`config.mk`:
```
export PLATFORM = sky130hd
export DESIGN_NAME = immExtend
export DESIGN_NICKNAME = d
export VERILOG_FILES = /design/src/rtl/rv32Pkg.sv /design/src/rtl/immExtend.sv
export SDC_FILE = /design/constraint.sdc
export NUM_CORES = 1
export LEC_CHECK = 0
export ABC_CLOCK_PERIOD_IN_PS = 3300
export BUFFER_PORTS_ARGS = -buffer_cell sky130_fd_sc_hd__buf_2
export CAP_MARGIN = 20
export CORE_MARGIN = 4
export CORE_UTILIZATION = 35
export DETAILED_ROUTE_END_ITERATION = 10
export PLACE_DENSITY = 0.9
export SLEW_MARGIN = 20
export SYNTH_ARGS = -nofsm -noshare
export SYNTH_HDL_FRONTEND = slang
export SYNTH_SLANG_ARGS = --single-unit
```
`constraint.sdc`:
```
create_clock -name vclk -period 3.3
set_clock_uncertainty 0.15 [all_clocks]
set_input_delay 0.33 -clock vclk [all_inputs]
set_output_delay 0.33 -clock vclk [all_outputs]
set_load 0.01 [all_outputs]
```
`src/rtl/rv32Pkg.sv`:
```
// shared widths, encodings and datapath selects for the multicycle RV32I core
// bus addresses are byte addresses, the memory keeps 1024 words
package rv32Pkg;

	localparam int xlen        = 32;
	localparam int memWords    = 1024;
	localparam int memAddrBits = 10; // word index width

	// major opcodes, instr[6:0]
	typedef enum logic [6:0] {
		rType      = 7'b0110011,
		iTypeAlu   = 7'b0010011,
		iTypeLoad  = 7'b0000011,
		sType      = 7'b0100011,
		bType      = 7'b1100011,
		jType      = 7'b1101111,
		iTypeJalr  = 7'b1100111,
		uTypeLui   = 7'b0110111,
		uTypeAuipc = 7'b0010111
	} opcode_t;

	typedef enum logic [3:0] {
		fetch, decode, executeR, executeI, jump, memAdr, memRead, memWrite,
		memWb, aluWb, branch, lui, auipc, jalrCalc, jalrLink
	} fsmState_t;

	typedef enum logic {adrPc, adrResult} adrSrc_t;
	typedef enum logic [1:0] {srcARd1, srcAOldPc, srcAZero} aluSrcA_t;
	typedef enum logic [1:0] {srcBRd2, srcBImm, srcBFour} aluSrcB_t;
	typedef enum logic {resultAluOut, resultData} resultSrc_t;
	typedef enum logic [1:0] {pcIncrement, pcJump, pcBranch, pcAluResult} pcSrc_t;

	// operation class handed to the ALU decoder
	typedef enum logic [1:0] {aluAdd, aluCompare, aluRType, aluIType} aluOp_t;

	typedef enum logic [2:0] {immI, immS, immB, immJ, immU} immSel_t;

	// funct3 codes seen by the ALU decoder
	localparam logic [2:0] f3AddSub = 3'b000;
	localparam logic [2:0] f3Sll    = 3'b001;
	localparam logic [2:0] f3Slt    = 3'b010;
	localparam logic [2:0] f3Sltu   = 3'b011;
	localparam logic [2:0] f3Xor    = 3'b100;
	localparam logic [2:0] f3SrlSra = 3'b101;
	localparam logic [2:0] f3Or     = 3'b110;
	localparam logic [2:0] f3And    = 3'b111;

	// branch conditions
	localparam logic [2:0] beqF3 = 3'b000;
	localparam logic [2:0] bneF3 = 3'b001;

endpackage

```
`src/rtl/immExtend.sv`:
```
// immediate builder, the format follows the opcode field
`timescale 1ns/10ps

module immExtend (
	input  logic [rv32Pkg::xlen-1:0] instr,
	output logic [rv32Pkg::xlen-1:0] imm
);
	import rv32Pkg::*;

	immSel_t immSel;

	always_comb begin
		case (opcode_t'(instr[6:0]))
			sType:                immSel = immS;
			bType:                immSel = immB;
			jType:                immSel = immJ;
			uTypeLui, uTypeAuipc: immSel = immU;
			default:              immSel = immI; // alu-imm, loads, jalr
		endcase
	end

	always_comb begin
		case (immSel)
			immS:    imm = {{20{instr[31]}}, instr[31:25], instr[11:7]};
			immB:    imm = {{19{instr[31]}}, instr[31], instr[7], instr[30:25],
			                instr[11:8], 1'b0};
			immJ:    imm = {{11{instr[31]}}, instr[31], instr[19:12], instr[20],
			                instr[30:21], 1'b0};
			immU:    imm = {instr[31:12], 12'b0}; // upper 20 bits
			default: imm = {{20{instr[31]}}, instr[31:20]};
		endcase
	end

endmodule

```
* Word-level counts from Yosys, hierarchy flattened
Index checks and enable logic that the tools add are counted.
** Storage, ports and cells
- Output and inout bits :: 32
- Input bits :: 32
- Word-level logic and storage cells :: 12
- Register bits after elaboration :: 0
** Operators by class
- Reduce and logical (&&, ||, !) cells :: 1
- Mux-type cells :: 2
- Equality and inequality tests :: 9
** Operators by type and width (number)
- $pmux 31 s4 :: 1
- $eq 7x6->1 const B :: 2
- $eq 7x7->1 const B :: 2
- $pmux 3 s4 :: 1
- $eq 7x5->1 const B :: 1
- $eq 3x2->1 const B :: 2
- $eq 3x1->1 const B :: 1
- $eq 3x3->1 const B :: 1
- $reduce_or 2->1 :: 1

* Depth between registers and ports, before layout
- Depth in word-level cells :: 5
- Depth in mapped cells :: 5
- Mapped depth without buffers :: 3

* Least setup slack after synthesis
Ideal clock, no wire load.
- Path kind :: input-to-output
- Start point :: input port instr[4] (netlist name)
- End point :: output port imm[11] (netlist name)
- Path slack :: 1.316 ns
- Data arrival time :: 1.504 ns
- Data required time :: 2.820 ns
- Stages :: 4
- Buffers on the path :: 1
- Cells stage by stage :: or4b_4 > or2_0 > buf_6 > a311o_1
** Between the ends
- Word-level cells in the longest chain between the ends :: 5
- Elaborated cells on any way between the ends :: 12
- Those cells by class :: eq/ne: 9; mux: 2; reduce/logical: 1
** RTL lines
- start, declared :: line immExtend.sv:5 : input logic [rv32Pkg::xlen-1:0] instr,
- $eq 7x6->1 / $eq 7x5->1 (equally long branches) :: line immExtend.sv:13 : case (opcode_t'(instr[6:0]))
- $reduce_or 2->1 :: line immExtend.sv:13
- $pmux 3 s4 * :: line immExtend.sv:13
- $eq 3x3->1, or another cell as far along :: line immExtend.sv:23 : case (immSel)
- $pmux 31 s4 * :: line immExtend.sv:23
- end, declared :: line immExtend.sv:6 : output logic [rv32Pkg::xlen-1:0] imm
Mark *: on every way between the ends. The rest lies on a longest branch, timed or not.

* Worst setup path in the final report
Ends and elaborated chain as after synthesis.

==> flow_metrics.py <==
metrics = {
    "worst_hold_path": {
        "hold_depth": 3,
        "min-delay-start": "instr[25]",
        "hold_path_class": "in2out",
    },
    "global_route": {
        "antenna_found_initial": 0,
        "grt_pass1_wl_mm": 2.50,
        "grt_pass1_vias": 613,
        "met3_usage_pct": 0.813,
        "grt_use_met2_pct": 30.1,
        "grt_max_degree": 18,
        "grtUsageTotal_pct": 15.6,
        "grtUsageMet1_pct": 19.5,
        "grt.overflow.total": 0,
        "top_usage_layer": "met2",
    },
    "worst_setup_path": {
        "critPathArrivalTime_ns": 1.86,
        "cp_slowest_cell": "or4b_4",
        "cp-startpoint": "instr[4]",
        "critPathMostFrequentCell": "buf_2",
        "crit_path_end_kind": "output pin",
        "start_kind": "input port",
        "slowest_delay_ns": 0.54,
        "path_class": "in2out",
        "cp_data_required_time_ns": 2.82,
        "path_cells": "buf_2 > or4b_4 > or2_0 > a311o_1 > buf_2",
        "worstPathMaxFanout": 6,
    },
    "sta": {
        "fmax_mhz": 427,
        "setup_ws_ns": 0.957,
        "finalSetupViolations": 0,
        "rsz0062_at_grt": "false",
        "slew_headroom_pct": 64.1,
        "worst_pin_slew_ns": 0.539,
        "period_needed_ns": 2.34,
        "tns_ns": 0,
        "min_period_over_period_pct": 71.0,
        "drv_slew": 0,
        "finalHoldViolations": 0,
    },
    "power_and_ir_drop": {
        "peakVddDrop_v": 0.0000543,
        "pwr_density_cell_nw_per_um2": 117,
        "power.leakage_nw": 0.483,
    },
    "floorplan": {
        "fp-row-count": 12,
        "start_util_pct": 39.6,
        "io_pins": 64,
        "die_y_microns": 44.6,
        "core-area_sq_um": 1190,
        "dieWidth_microns": 44.6,
        "die_area_sq_um": 1990,
    },
    "clocking": {
        "post_cts_buffers": 0,
        "holdBufCountCts": 0,
        "cts_resized": 0,
    },
    "route": {
        "drt_iter0_markers": 11,
        "ant_nets": 0,
        "vias": 660,
        "first_pass_iters": 4,
        "routedWlPerCell_microns": 12.5,
        "drc_errors": 0,
        "via_per_inst": 4.96,
        "wirelength_mm": 1.66,
    },
    "place": {
        "place_hpwl_mm": 1.44,
        "place_congestion": 0.738,
        "place_ws_ns": 0.971,
        "portBuffers": 64,
    },
    "status": {
        "outcome": "finished, final reports clean",
    },
    "synth": {
        "syn_nets": 93,
        "syn_area_sq_um": 469,
        "synthCells": 61,
        "synth_top_area_share_pct": 19.2,
        "synthTopCellsByArea": "mux2_2, a21o_1, mux2i_1",
        "yosysTopAreaCell": "mux2_2",
        "syn_area_per_cell_sq_um": 7.69,
        "yosysSeqAreaShare_pct": 0,
        "yosys_warnings": 0,
        "synth_cell_type_count": 23,
    },
    "final_layout": {
        "clockBufferCount": 0,
        "n_fill_cell": 105,
        "drive_gt1_share_pct": 64.7,
        "antenna_cells": 0,
        "fin_nets": 153,
        "seq_area_sq_um": 0,
        "area_growth_pct": 64.0,
        "seq_cells": 0,
    },
    "job": {
        "maxCapViolCount": 0,
    },
}
path summary, 6_finish.rpt:
check                      to  slack [ns]
worst max-delay path  imm[11]        0.96
worst min-delay path  imm[25]        0.80
routing by layer:
metal  wire, microns  part of all wire (%)  vias to the layer above
met1             610                    37                      282
met2             845                    51                       43
met3             206                    12                        0
met5               0                     0                        -
met4               0                     0                        0
li1                -                     -                      335
power by group:
part	total, mW	internal, mW	switching, mW
Combinational	0.0901	0.0454	0.0447
Clock	0	0	0
Sequential	0	0	0
Total	0.0901	0.0454	0.0447
cell families (layout without fill, tap and decap cells):
| logic type | after synthesis | in the layout | share of synthesized area [%] |
|---|---|---|---|
| AOI/OAI and AO/OA | 20 | 20 | 33.6 |
| and+or+nand+nor | 16 | 16 | 23.7 |
| buffers and inverters | 12 | 70 | 12.8 |
| muxes | 13 | 13 | 29.9 |
placed cells by master, fill, tap and decap left out, drive strengths merged, types with 2 or more instances in the layout:
cell type / Yosys / routed
a21o: 11 / 11
buf: 5 / 64
inv: 6 / 6
mux2: 8 / 8
mux2i: 5 / 5
nor2b: 6 / 6
nor3: 2 / 2
o21ai: 5 / 5
or2: 2 / 2
critical path: cells and delay by family:
family          cells  cell delay [ns]
buf+inv             2             0.25
compound gates      1             0.34
simple gates        2             0.94
area by class of cell:
| class | count | area, sq um | area share [%] |
|---|---|---|---|
| Inverter | 6 | 22.5 | 2.93 |
| Multi-Input combinational cell | 49 | 409 | 53.2 |
| Tap cell | 14 | 17.5 | 2.28 |
| Timing Repair Buffer | 64 | 320 | 41.6 |
stage by stage:
step / hold WS (ns) / instances / area [sq um] / utilization, % / total power [mW]
after floorplan: 0.597 / 61 / 469 / - / 0.0465
after global placement: 0.802 / 133 / 769 / 64.9 / 0.0883
after detailed placement: 0.805 / 133 / 769 / 64.9 / 0.0904
after CTS: 0.805 / 133 / 769 / 64.9 / 0.0908
after global routing: 0.818 / 133 / 769 / 64.9 / 0.0986
final: 0.802 / 133 / 769 / 64.9 / 0.0901
synthesized netlist by cell type (2+ instances only):
| cell | n |
|---|---|
| nor3_1 | 2 |
| inv_1 | 6 |
| buf_2 | 3 |
| nor2b_1 | 6 |
| o21ai_0 | 5 |
| mux2_2 | 8 |
| mux2i_1 | 5 |
| a21o_1 | 11 |
(Power assumes the default switching activity.)
