$ cat config.mk
export PLATFORM = sky130hd
export DESIGN_NAME = controlFsm
export DESIGN_NICKNAME = d
export VERILOG_FILES = /design/src/rtl/rv32Pkg.sv /design/src/rtl/controlFsm.sv
export SDC_FILE = /design/constraint.sdc
export NUM_CORES = 1
export LEC_CHECK = 0
export BUFFER_PORTS_ARGS = -buffer_cell sky130_fd_sc_hd__buf_2
export CAP_MARGIN = 20
export CELL_PAD_IN_SITES_DETAIL_PLACEMENT = 1
export CELL_PAD_IN_SITES_GLOBAL_PLACEMENT = 1
export CORE_AREA = 2 2 46 48
export DETAILED_ROUTE_END_ITERATION = 16
export DIE_AREA = 0 0 48 50
export PLACE_DENSITY = 0.77
export RECOVER_POWER = 100
export SLEW_MARGIN = 40
export SYNTH_ARGS = -nofsm -noshare
export SYNTH_HDL_FRONTEND = slang
export SYNTH_SLANG_ARGS = --single-unit
$ cat constraint.sdc
create_clock -name clk -period 1.7 [get_ports clk]
set_input_delay 0.255 -clock clk [delete_from_list [all_inputs] [get_ports clk]]
set_output_delay 0.255 -clock clk [all_outputs]
set_load 0.01 [all_outputs]
$ cat src/rtl/rv32Pkg.sv
// shared widths, encodings and datapath selects for the multicycle RV32I core
// bus addresses are byte addresses, the memory keeps 1024 words
package rv32Pkg;

	localparam int xlen        = 32;
	localparam int memWords    = 1024;
	localparam int memAddrBits = 10; // word index width

	// major opcodes, instr[6:0]
	typedef enum logic [6:0] {
		rType      = 7'b0110011,
		iTypeAlu   = 7'b0010011,
		iTypeLoad  = 7'b0000011,
		sType      = 7'b0100011,
		bType      = 7'b1100011,
		jType      = 7'b1101111,
		iTypeJalr  = 7'b1100111,
		uTypeLui   = 7'b0110111,
		uTypeAuipc = 7'b0010111
	} opcode_t;

	typedef enum logic [3:0] {
		fetch, decode, executeR, executeI, jump, memAdr, memRead, memWrite,
		memWb, aluWb, branch, lui, auipc, jalrCalc, jalrLink
	} fsmState_t;

	typedef enum logic {adrPc, adrResult} adrSrc_t;
	typedef enum logic [1:0] {srcARd1, srcAOldPc, srcAZero} aluSrcA_t;
	typedef enum logic [1:0] {srcBRd2, srcBImm, srcBFour} aluSrcB_t;
	typedef enum logic {resultAluOut, resultData} resultSrc_t;
	typedef enum logic [1:0] {pcIncrement, pcJump, pcBranch, pcAluResult} pcSrc_t;

	// operation class handed to the ALU decoder
	typedef enum logic [1:0] {aluAdd, aluCompare, aluRType, aluIType} aluOp_t;

	typedef enum logic [2:0] {immI, immS, immB, immJ, immU} immSel_t;

	// funct3 codes seen by the ALU decoder
	localparam logic [2:0] f3AddSub = 3'b000;
	localparam logic [2:0] f3Sll    = 3'b001;
	localparam logic [2:0] f3Slt    = 3'b010;
	localparam logic [2:0] f3Sltu   = 3'b011;
	localparam logic [2:0] f3Xor    = 3'b100;
	localparam logic [2:0] f3SrlSra = 3'b101;
	localparam logic [2:0] f3Or     = 3'b110;
	localparam logic [2:0] f3And    = 3'b111;

	// branch conditions
	localparam logic [2:0] beqF3 = 3'b000;
	localparam logic [2:0] bneF3 = 3'b001;

endpackage

$ cat src/rtl/controlFsm.sv
// moore sequencer for the multicycle core, one state per clock
// unknown opcodes park the FSM in decode until reset, strobes stay low during reset
`timescale 1ns/10ps

module controlFsm (
	input  logic                 clk,
	input  logic                 reset,
	input  rv32Pkg::opcode_t     opcode,
	input  logic [2:0]           funct3,
	input  logic                 zero,
	output logic                 irWrite,
	output logic                 pcUpdate,
	output logic                 regWrite,
	output logic                 memWrite,
	output rv32Pkg::adrSrc_t     adrSrc,
	output rv32Pkg::aluSrcA_t    aluSrcA,
	output rv32Pkg::aluSrcB_t    aluSrcB,
	output rv32Pkg::aluOp_t      aluOp,
	output rv32Pkg::resultSrc_t  resultSrc,
	output rv32Pkg::pcSrc_t      pcSrc
);
	import rv32Pkg::*;

	fsmState_t state;
	fsmState_t nextState;
	logic      branchTaken;

	always_ff @(posedge clk) begin
		if (reset)
			state <= fetch;
		else
			state <= nextState;
	end

	// next state from the current state and the decoded opcode
	always_comb begin
		case (state)
			fetch: nextState = decode;
			decode: begin
				case (opcode)
					rType:      nextState = executeR;
					iTypeAlu:   nextState = executeI;
					iTypeLoad:  nextState = memAdr;
					sType:      nextState = memAdr;
					bType:      nextState = branch;
					jType:      nextState = jump;
					iTypeJalr:  nextState = jalrCalc;
					uTypeLui:   nextState = lui;
					uTypeAuipc: nextState = auipc;
					default:    nextState = decode; // illegal opcode, hang here
				endcase
			end
			executeR, executeI, jump, lui, auipc, jalrLink: nextState = aluWb;
			memAdr: nextState = (opcode == iTypeLoad) ? memRead : rv32Pkg::memWrite;
			memRead:  nextState = memWb;
			jalrCalc: nextState = jalrLink;
			default:  nextState = fetch; // aluWb, memWb, memWrite and branch retire
		endcase
	end

	// beq takes on equal operands, bne on unequal
	always_comb begin
		case (funct3)
			beqF3:   branchTaken = zero;
			bneF3:   branchTaken = ~zero;
			default: branchTaken = 1'b0;
		endcase
	end

	always_comb begin
		irWrite   = 1'b0;
		pcUpdate  = 1'b0;
		regWrite  = 1'b0;
		memWrite  = 1'b0;
		adrSrc    = adrPc;
		aluSrcA   = srcAOldPc;
		aluSrcB   = srcBImm;
		aluOp     = aluAdd;
		resultSrc = resultAluOut;
		pcSrc     = pcIncrement;

		// the loader owns memory while reset is high
		if (!reset) begin
			case (state)
				fetch: begin
					adrSrc   = adrPc;
					irWrite  = 1'b1;
					pcUpdate = 1'b1; // pc + 4
				end
				decode: begin
					aluSrcA = srcAOldPc; // branch and jal target
					aluSrcB = srcBImm;
				end
				executeR: begin
					aluSrcA = srcARd1;
					aluSrcB = srcBRd2;
					aluOp   = aluRType;
				end
				executeI: begin
					aluSrcA = srcARd1;
					aluSrcB = srcBImm;
					aluOp   = aluIType;
				end
				jump: begin
					aluSrcA  = srcAOldPc; // link value
					aluSrcB  = srcBFour;
					pcSrc    = pcJump;
					pcUpdate = 1'b1;
				end
				memAdr, jalrCalc: begin
					aluSrcA = srcARd1;
					aluSrcB = srcBImm;
				end
				memRead: begin
					adrSrc    = adrResult;
					resultSrc = resultAluOut;
				end
				rv32Pkg::memWrite: begin
					adrSrc    = adrResult;
					resultSrc = resultAluOut;
					memWrite  = 1'b1;
				end
				memWb: begin
					resultSrc = resultData;
					regWrite  = 1'b1;
				end
				aluWb: begin
					resultSrc = resultAluOut;
					regWrite  = 1'b1;
				end
				branch: begin
					aluSrcA  = srcARd1;
					aluSrcB  = srcBRd2;
					aluOp    = aluCompare;
					pcSrc    = branchTaken ? pcBranch : pcIncrement;
					pcUpdate = 1'b1;
				end
				lui: begin
					aluSrcA = srcAZero;
					aluSrcB = srcBImm;
				end
				auipc: begin
					aluSrcA = srcAOldPc;
					aluSrcB = srcBImm;
				end
				jalrLink: begin
					// target already sits in aluOut, compute the link meanwhile
					aluSrcA  = srcAOldPc;
					aluSrcB  = srcBFour;
					pcSrc    = pcAluResult;
					pcUpdate = 1'b1;
				end
				default: ;
			endcase
		end
	end

endmodule

# --- Word level (Yosys, flattened, before mapping) ---
# Cells that the tools add are included.
op_classes:
  add_sub_neg: 0
  n_mul: 0
  div_mod_pow: 0
  magnitude_cmp: 0
  eq_ne: 24
  n_shift: 0
  muxes: 25
  n_bitwise: 1
  reduce_logical: 10
ops:
  columns: ["op", "count"]
  rows:
  - ["one-hot mux 4 bit (8 select lines)", 1]
  - ["equality test 4 bit (second input constant)", 7]
  - ["one-hot mux 4 bit (6 select lines)", 1]
  - ["equality test 7 x 6 -> 1 bit (second input constant)", 3]
  - ["equality test 7 bit (second input constant)", 3]
  - ["equality test 4 x 3 -> 1 bit (second input constant)", 4]
  - ["equality test 7 x 5 -> 1 bit (second input constant)", 2]
  - ["2-to-1 mux 1 bit", 13]
  - ["one-hot mux 2 bit (3 select lines)", 2]
  - ["2-to-1 mux 2 bit", 5]
  - ["OR reduction 2 bit", 5]
  - ["equality test 4 x 2 -> 1 bit (second input constant)", 2]
  - ["one-hot mux 2 bit (2 select lines)", 2]
  - ["equality test 7 x 2 -> 1 bit (second input constant)", 1]
  - ["OR reduction 6 bit", 1]
  - ["OR reduction 5 bit", 1]
  - ["equality test 4 x 1 -> 1 bit (second input constant)", 1]
  - ["logical NOT 4 bit", 1]
  - ["OR reduction 4 bit", 1]
  - ["equality test 3 x 1 -> 1 bit (second input constant)", 1]
  - ["logical NOT 3 bit", 1]
  - ["one-hot mux 1 bit (2 select lines)", 1]
  - ["NOT 1 bit", 1]
totals:
  ff_bits: 4
  latchBits: 0
  ramBits: 0
  romBits: 0
  in_bits: 13
  out_inout_bits: 14
  elab_cells: 61
  mem_count: 0

# --- Longest topological paths before layout ---
# Gate-level depths: netlist of the first run.
logic_depth:
  ltp_word: 5
  depth_mapped: 5
  ltp_nobuf: 4

# --- Worst setup path before layout of the first run ---
# Ideal clock, no wire load.
synth_path:
  path_kind: "register to output"
  startpoint: "reg state[2]"
  endpoint: "out pcSrc[0]"
  arrival_ps: 1375
  required_ps: 1445
  setup_slack_ps: 70
  path_stages_with_launch: 5
  n_path_buf: 2
  cell_sequence: "dfxtp_1 -> buf_2 -> inv_1 -> nor4_1 -> buf_4"
synth_via:
  elab_chain_len: 3
  elab_cells_between_ends: 5
  cone_classes: "3 x eq/ne; 2 x mux"
synth_lines:
  columns: ["item", "line", "rtl"]
  rows:
  - ["start, declared", "controlFsm.sv:24", "fsmState_t state;"]
  - ["start signal, assigned", "controlFsm.sv:30", "state <= fetch;"]
  - ["start signal, assigned", "controlFsm.sv:32", "state <= nextState;"]
  - ["equality test 4 bit or equality test 4 x 3 -> 1 bit (tied branches)", "controlFsm.sv:84", "case (state)"]
  - ["one-hot mux 2 bit (3 select lines) *", "controlFsm.sv:84", null]
  - ["2-to-1 mux 2 bit *", "controlFsm.sv:83", "if (!reset) begin"]
  - ["end, declared", "controlFsm.sv:20", "output rv32Pkg::pcSrc_t pcSrc"]
# Mark *: on every way between the ends. The rest lies on a longest branch, timed or not.

# --- Final worst setup path of the first run ---
layout_path:
  startpoint: "reg state[2]"
  endpoint: "out irWrite"
layout_via:
  elab_chain_len: 3
layout_lines:
  columns: ["item", "line", "rtl"]
  rows:
  - ["logical NOT 4 bit", "controlFsm.sv:84", null]
  - ["2-to-1 mux 1 bit", "controlFsm.sv:84", null]
  - ["2-to-1 mux 1 bit", "controlFsm.sv:83", null]
  - ["end, declared", "controlFsm.sv:11", "output logic irWrite,"]
# Every way passes these cells.

==> results of run 1 <==
[area by class of cell]
cell class                      count  area (um2)  share of cell area (%)
Clock buffer                        3       22.52                   3.315
Inverter                            1       3.754                  0.5525
Multi-Input combinational cell     63       404.1                   59.48
Sequential cell                     4       83.83                   12.34
Tap cell                           27       33.78                   4.972
Timing Repair Buffer               28       131.4                   19.34
[report_power, final]
group | leakage [nW] | total (mW) | internal [mW] | switching, mW
Sequential | 0.0337 | 0.125 | 0.102 | 0.0225
Clock | 0.0138 | 0.119 | 0.0790 | 0.0399
Combinational | 0.217 | 0.107 | 0.0531 | 0.0536
[per-stage QoR]
step / setup slack (ps) / utilization [%] / cell area, um2 / power (mW) / std cells
after global placement: 239.1 / 35.07 / 666.9 / 0.2305 / 123
final: 39.36 / 35.72 / 679.4 / 0.3505 / 126
after global routing: 20.29 / 35.72 / 679.4 / 0.3785 / 126
after detailed placement: 236.0 / 35.07 / 666.9 / 0.2330 / 123
after floorplan: 70.16 / - / 519.2 / 0.1896 / 74
after CTS: 23.53 / 36.25 / 689.4 / 0.3573 / 126
[logic make-up (layout without fill, tap and decap cells)]
logic type	after synthesis	count (layout)	synth area share, %
multiplexers	1	1	2.169
buffers and inverters	7	32	6.746
AO/OA/AOI/OAI	19	19	26.03
AND/OR/NAND/NOR	38	38	41.21
flip-flops	4	4	15.42
XOR/XNOR	5	5	8.433
[Yosys cell counts]
| master | count | area (um2) |
|---|---|---|
| buf_2 | 4 | 20.02 |
| a311o_1 | 1 | 10.01 |
| xor2_1 | 4 | 35.03 |
| a21oi_1 | 4 | 20.02 |
| clkbuf_1 | 1 | 3.750 |
| mux2_2 | 1 | 11.26 |
| nor3b_1 | 1 | 7.510 |
| a22oi_1 | 1 | 7.510 |
| buf_4 | 1 | 7.510 |
| nand2b_1 | 5 | 31.28 |
| o2111ai_1 | 1 | 8.760 |
| o21a_1 | 1 | 7.510 |
| a21boi_0 | 2 | 15.01 |
| xnor2_1 | 1 | 8.760 |
| and3b_1 | 1 | 8.760 |
| a211oi_1 | 1 | 7.510 |
| a21o_1 | 3 | 22.52 |
| nor2_1 | 4 | 15.01 |
| o21bai_1 | 1 | 7.510 |
| dfxtp_1 | 4 | 80.08 |
| nand3b_1 | 1 | 7.510 |
| nor2b_1 | 1 | 6.260 |
| nand2_1 | 7 | 26.28 |
| or3_1 | 1 | 6.260 |
| a31oi_1 | 1 | 6.260 |
| nor4b_1 | 3 | 26.28 |
| a311oi_1 | 1 | 8.760 |
| nor3_1 | 8 | 40.04 |
| inv_1 | 1 | 3.750 |
| nor4_1 | 3 | 18.77 |
| a211o_1 | 1 | 8.760 |
| nand3_1 | 2 | 10.01 |
| o21ai_0 | 1 | 5.000 |
| nor4bb_1 | 1 | 10.01 |
[metal layers]
layer / up-vias / routed length, um
met3: 0 / 106
li1: 330 / -
met4: 0 / 0
met5: - / 0
met2: 22 / 654
met1: 286 / 748
[final timing paths]
kind | startpoint | endpoint | slack (ps) | cells after the start
max | state[2]$_SDFF_PP0_ | irWrite | 40 | 4
min | opcode[0] | state[2]$_SDFF_PP0_ | 420 | 4
max reg2reg | state[2]$_SDFF_PP0_ | state[0]$_SDFF_PP0_ | 240 | 5
min reg2reg | state[2]$_SDFF_PP0_ | state[3]$_SDFF_PP0_ | 490 | 1
[worst max-delay path, cell delays in order, from the launching register on]
cell	delay, ps
dfxtp_2	330
clkbuf_2	170
nor2_1	160
nor4b_1	310
buf_2	200
==> reports/metrics.cfg, run 1 <==
[route]
drc=0
drt_iter0_drc=5
antenna_left=0
totalWireLength_um=1509
vias_per_cell=5.063
first_pass_iters=3
wl_per_cell_um=11.98
vias=638

[cts]
ctsHoldBuffers=0
ctsResizeCount=0
htreeDepth=1
numCtsBuffers=3
clkTransAtPathRegs_ps=30
worst_skew_pair.late_latency_ps=240
cts_setup_buffers=0
clockRootBuffer=clkbuf_4
clock_path_buffers=2
numClockSinks=4
cts_tree=done

[sta]
finClkSkew_ps=4.779
worst_slew_pin_slew_ps=372.8
setup-violations-final=0
rsz0062_at_grt=no
finalCriticalPeriod_ps=1661
fin_crit_sh_pct=97.68
relSlewSlack_pct=74.81
hold_slack_ps=423.4
fmax_mhz=602.2
slew_viol_final=0
hold_viol=0
final.setup.tns_ps=0

[setup_path]
worstPathArrival_ps=1410
crit_fanout=9
crit_path_end_kind=primary output
critPathRequiredTime_ps=1440
startpoint_type=register
critPathKind=reg2out

[final_layout]
fin_nets=114
largestRegisters=state (4)
syn_to_final_growth_pct=30.84
nFillCells=249
diodes=0
final_cell_mix=buf_2, clkbuf_1, nor3_1
final_common_cell=buf_2
drive_gt1_share_pct=26.26
largest_reg_flops=4
max_flop_register=state

[floorplanning]
rows=16
core-area_um2=1902
die_x_um=48
start_util_pct=27.30
die_h_um=50
ios=27
die-area_um2=2400

[synthesis]
synth_seq_area_share_pct=15.42
ys_warn_count=0
synthCells=74
synth-seq-cells=4
avgSynthCellArea_um2=7.017
synth_fp_nets=87
synth_cell_types=34
synth.cell_area_um2=519.2

[pwr]
p_leak_nw=0.2647
ir_drop_v=0.0004847
p_per_area_nw_per_um2=515.9

[job]
max-cap-violations=0

[grt]
antenna_found_initial=0
grtUsageTotal_pct=12.53
use_met3_pct=4.762
first_global_vias=574
grt_max_degree=17
grt_pass1_wl_um=2277
grt.busiest_layer=met2
grt-ovfl-total=0
use_met2_pct=20.22
grt_use_met1_pct=16.01

[placed_design]
gp_congestion=0.7621
port_buffers=26
post-dp-hpwl_um=1198

[run_status]
status=finished, final reports clean

[hold_path]
min_path_type=in2reg

(Power assumes the default switching activity.)
==> run 2, diff against run 1 <==
- CORE_AREA: 2 2 46 48 -> 2 2 45 47
- CTS_BUF_LIST: not set -> sky130_fd_sc_hd__clkbuf_8
- DIE_AREA: 0 0 48 50 -> 0 0 47 49
- PLACE_DENSITY: 0.77 -> 0.8
==> run 2 against run 1 <==
Compared with the run above: clock power grew 68%; combinational power is essentially flat; critical path depth is the same; global-route usage grew 1.6 points; die area shrank 4.0%; via count grew 2.0%; utilization grew 2.5 points; register-to-register slack lost 30 ps; wire length grew 3.7%; largest cell class unchanged; total power grew 24%; non-clock buffer count is the same; first-iteration DRC count grew 60%.
==> reports/metrics.cfg, run 2 (synthesis results as in run 1) <==
[placed_design]
port_buffers=26
post-dp-hpwl_um=1198
dp.cells=123
gp_congestion=0.8068

[cts]
clockRootBuffer=clkbuf_8
clkTransAtPathRegs_ps=30
numClockSinks=4
clock_path_buffers=2
cts_setup_buffers=0
htreeDepth=1
numCtsBuffers=3
worst_skew_pair.late_latency_ps=220
cts_tree=done
ctsHoldBuffers=0

[setup_path]
crit_fanout=8
ff2ff_setup_slack_ps=210
r2r_start=state[2]$_SDFF_PP0_
r2r_cells=5
startpoint_type=register
critPathKind=reg2out
crit_path_end_kind=primary output
r2r_end=state[0]$_SDFF_PP0_
worstPathArrival_ps=1340
critPathRequiredTime_ps=1440

[final_layout]
final_cells=126
ff_latch_area_um2=85.08
syn_to_final_growth_pct=35.42
diodes=0
fin_util_pct=38.18
largestRegisters=state (4)
largest_reg_flops=4
max_flop_register=state
final_common_cell=buf_2
nFillCells=252
fin_nets=114
final_cell_mix=buf_2, nor3_1, clkbuf_1
multi_input_area_um2=404.1
drive_gt1_share_pct=28.28

[route]
totalWireLength_um=1565
first_pass_iters=4
vias=651
wl_per_cell_um=12.42
vias_per_cell=5.167
antenna_left=0
drc=0
drt_iter0_drc=8

[sta]
setup-violations-final=0
fmax_mhz=627.3
rsz0062_at_grt=no
relSlewSlack_pct=71.46
final.setup.tns_ps=0
finalCriticalPeriod_ps=1594
worst_slew_pin_slew_ps=422.4
slew_viol_final=0
hold_viol=0
fin_crit_sh_pct=93.78
finClkSkew_ps=0.1785

[floorplanning]
die-area_um2=2303
ios=27
die_h_um=49
start_util_pct=28.19
core-area_um2=1842
rows=16
die_x_um=47

[grt]
grt-ovfl-total=0
grtUsageTotal_pct=14.09
grt_pass1_wl_um=2470
grt_max_degree=17
antenna_found_initial=0
first_global_vias=551

[pwr]
p_leak_nw=0.2783
p_per_area_nw_per_um2=618.4
ir_drop_v=0.0003795
power_uw=434.8

[job]
max-cap-violations=0

[hold_path]
min-delay-start=opcode[0]
min_path_type=in2reg
holdPathEnd=state[0]$_SDFF_PP0_
min_path_cells=4

[run_status]
status=finished, final reports clean

## run 2: final cells by class
class                      instances  area share (%)
clock buffer                       3           5.872
inverter                           1          0.5338
tap                               27           4.804
sequential                         4           12.10
timing repair buffer              28           19.22
multi-input combinational         63           57.47
## run 2: how the worst max path moves through the flow
stage	startpoint	end	slack, ps	depth (start not counted)
after floorplan	state[2]$_SDFF_PP0_	pcSrc[0]	70	4
after global placement	state[2]$_SDFF_PP0_	state[0]$_SDFF_PP0_	240	5
after detailed placement	state[2]$_SDFF_PP0_	state[0]$_SDFF_PP0_	190	5
after CTS	state[1]$_SDFF_PP0_	aluSrcB[1]	30	3
after global routing	state[3]$_SDFF_PP0_	aluSrcB[1]	20	4
final	state[2]$_SDFF_PP0_	irWrite	110	4
## run 2: critical path, stage by stage (launching register included)
cell and delay, ps:
dfxtp_2 350, buf_4 170, nor2_1 130, nor4b_1 280, clkbuf_2 190
## run 2: per-layer routing
layer / global-route usage [%] / share of wire, % / up-vias
met1: 19.06 / 45 / 294
met3: 1.111 / 5.4 / 2
met5: 0 / 0 / -
met4: 4.167 / 1.2 / 0
li1: - / - / 329
met2: 23.06 / 48 / 26
## run 2: through the flow
stage               hold WS, ps  cell area, um2  setup WS [ps]
floorplan                 453.6           519.2          70.16
global placement          596.5           666.9          240.0
detailed placement        587.2           666.9          190.3
CTS                       442.1           708.2          25.15
global route              479.1           703.2          24.40
finish                    450.9           703.2          105.7
## run 2: report_power, final
group | switching, mW | internal [mW] | leakage (nW) | total [mW]
clock | 0.0490 | 0.151 | 0.0216 | 0.200
sequential | 0.0243 | 0.103 | 0.0342 | 0.127
combinational | 0.0538 | 0.0542 | 0.223 | 0.108
## run 2: timing repair
item                                    CTS  global route
endpoints found under the setup margin    0             7
endpoints found under the hold margin     0             0
gates resized for setup                   0             5
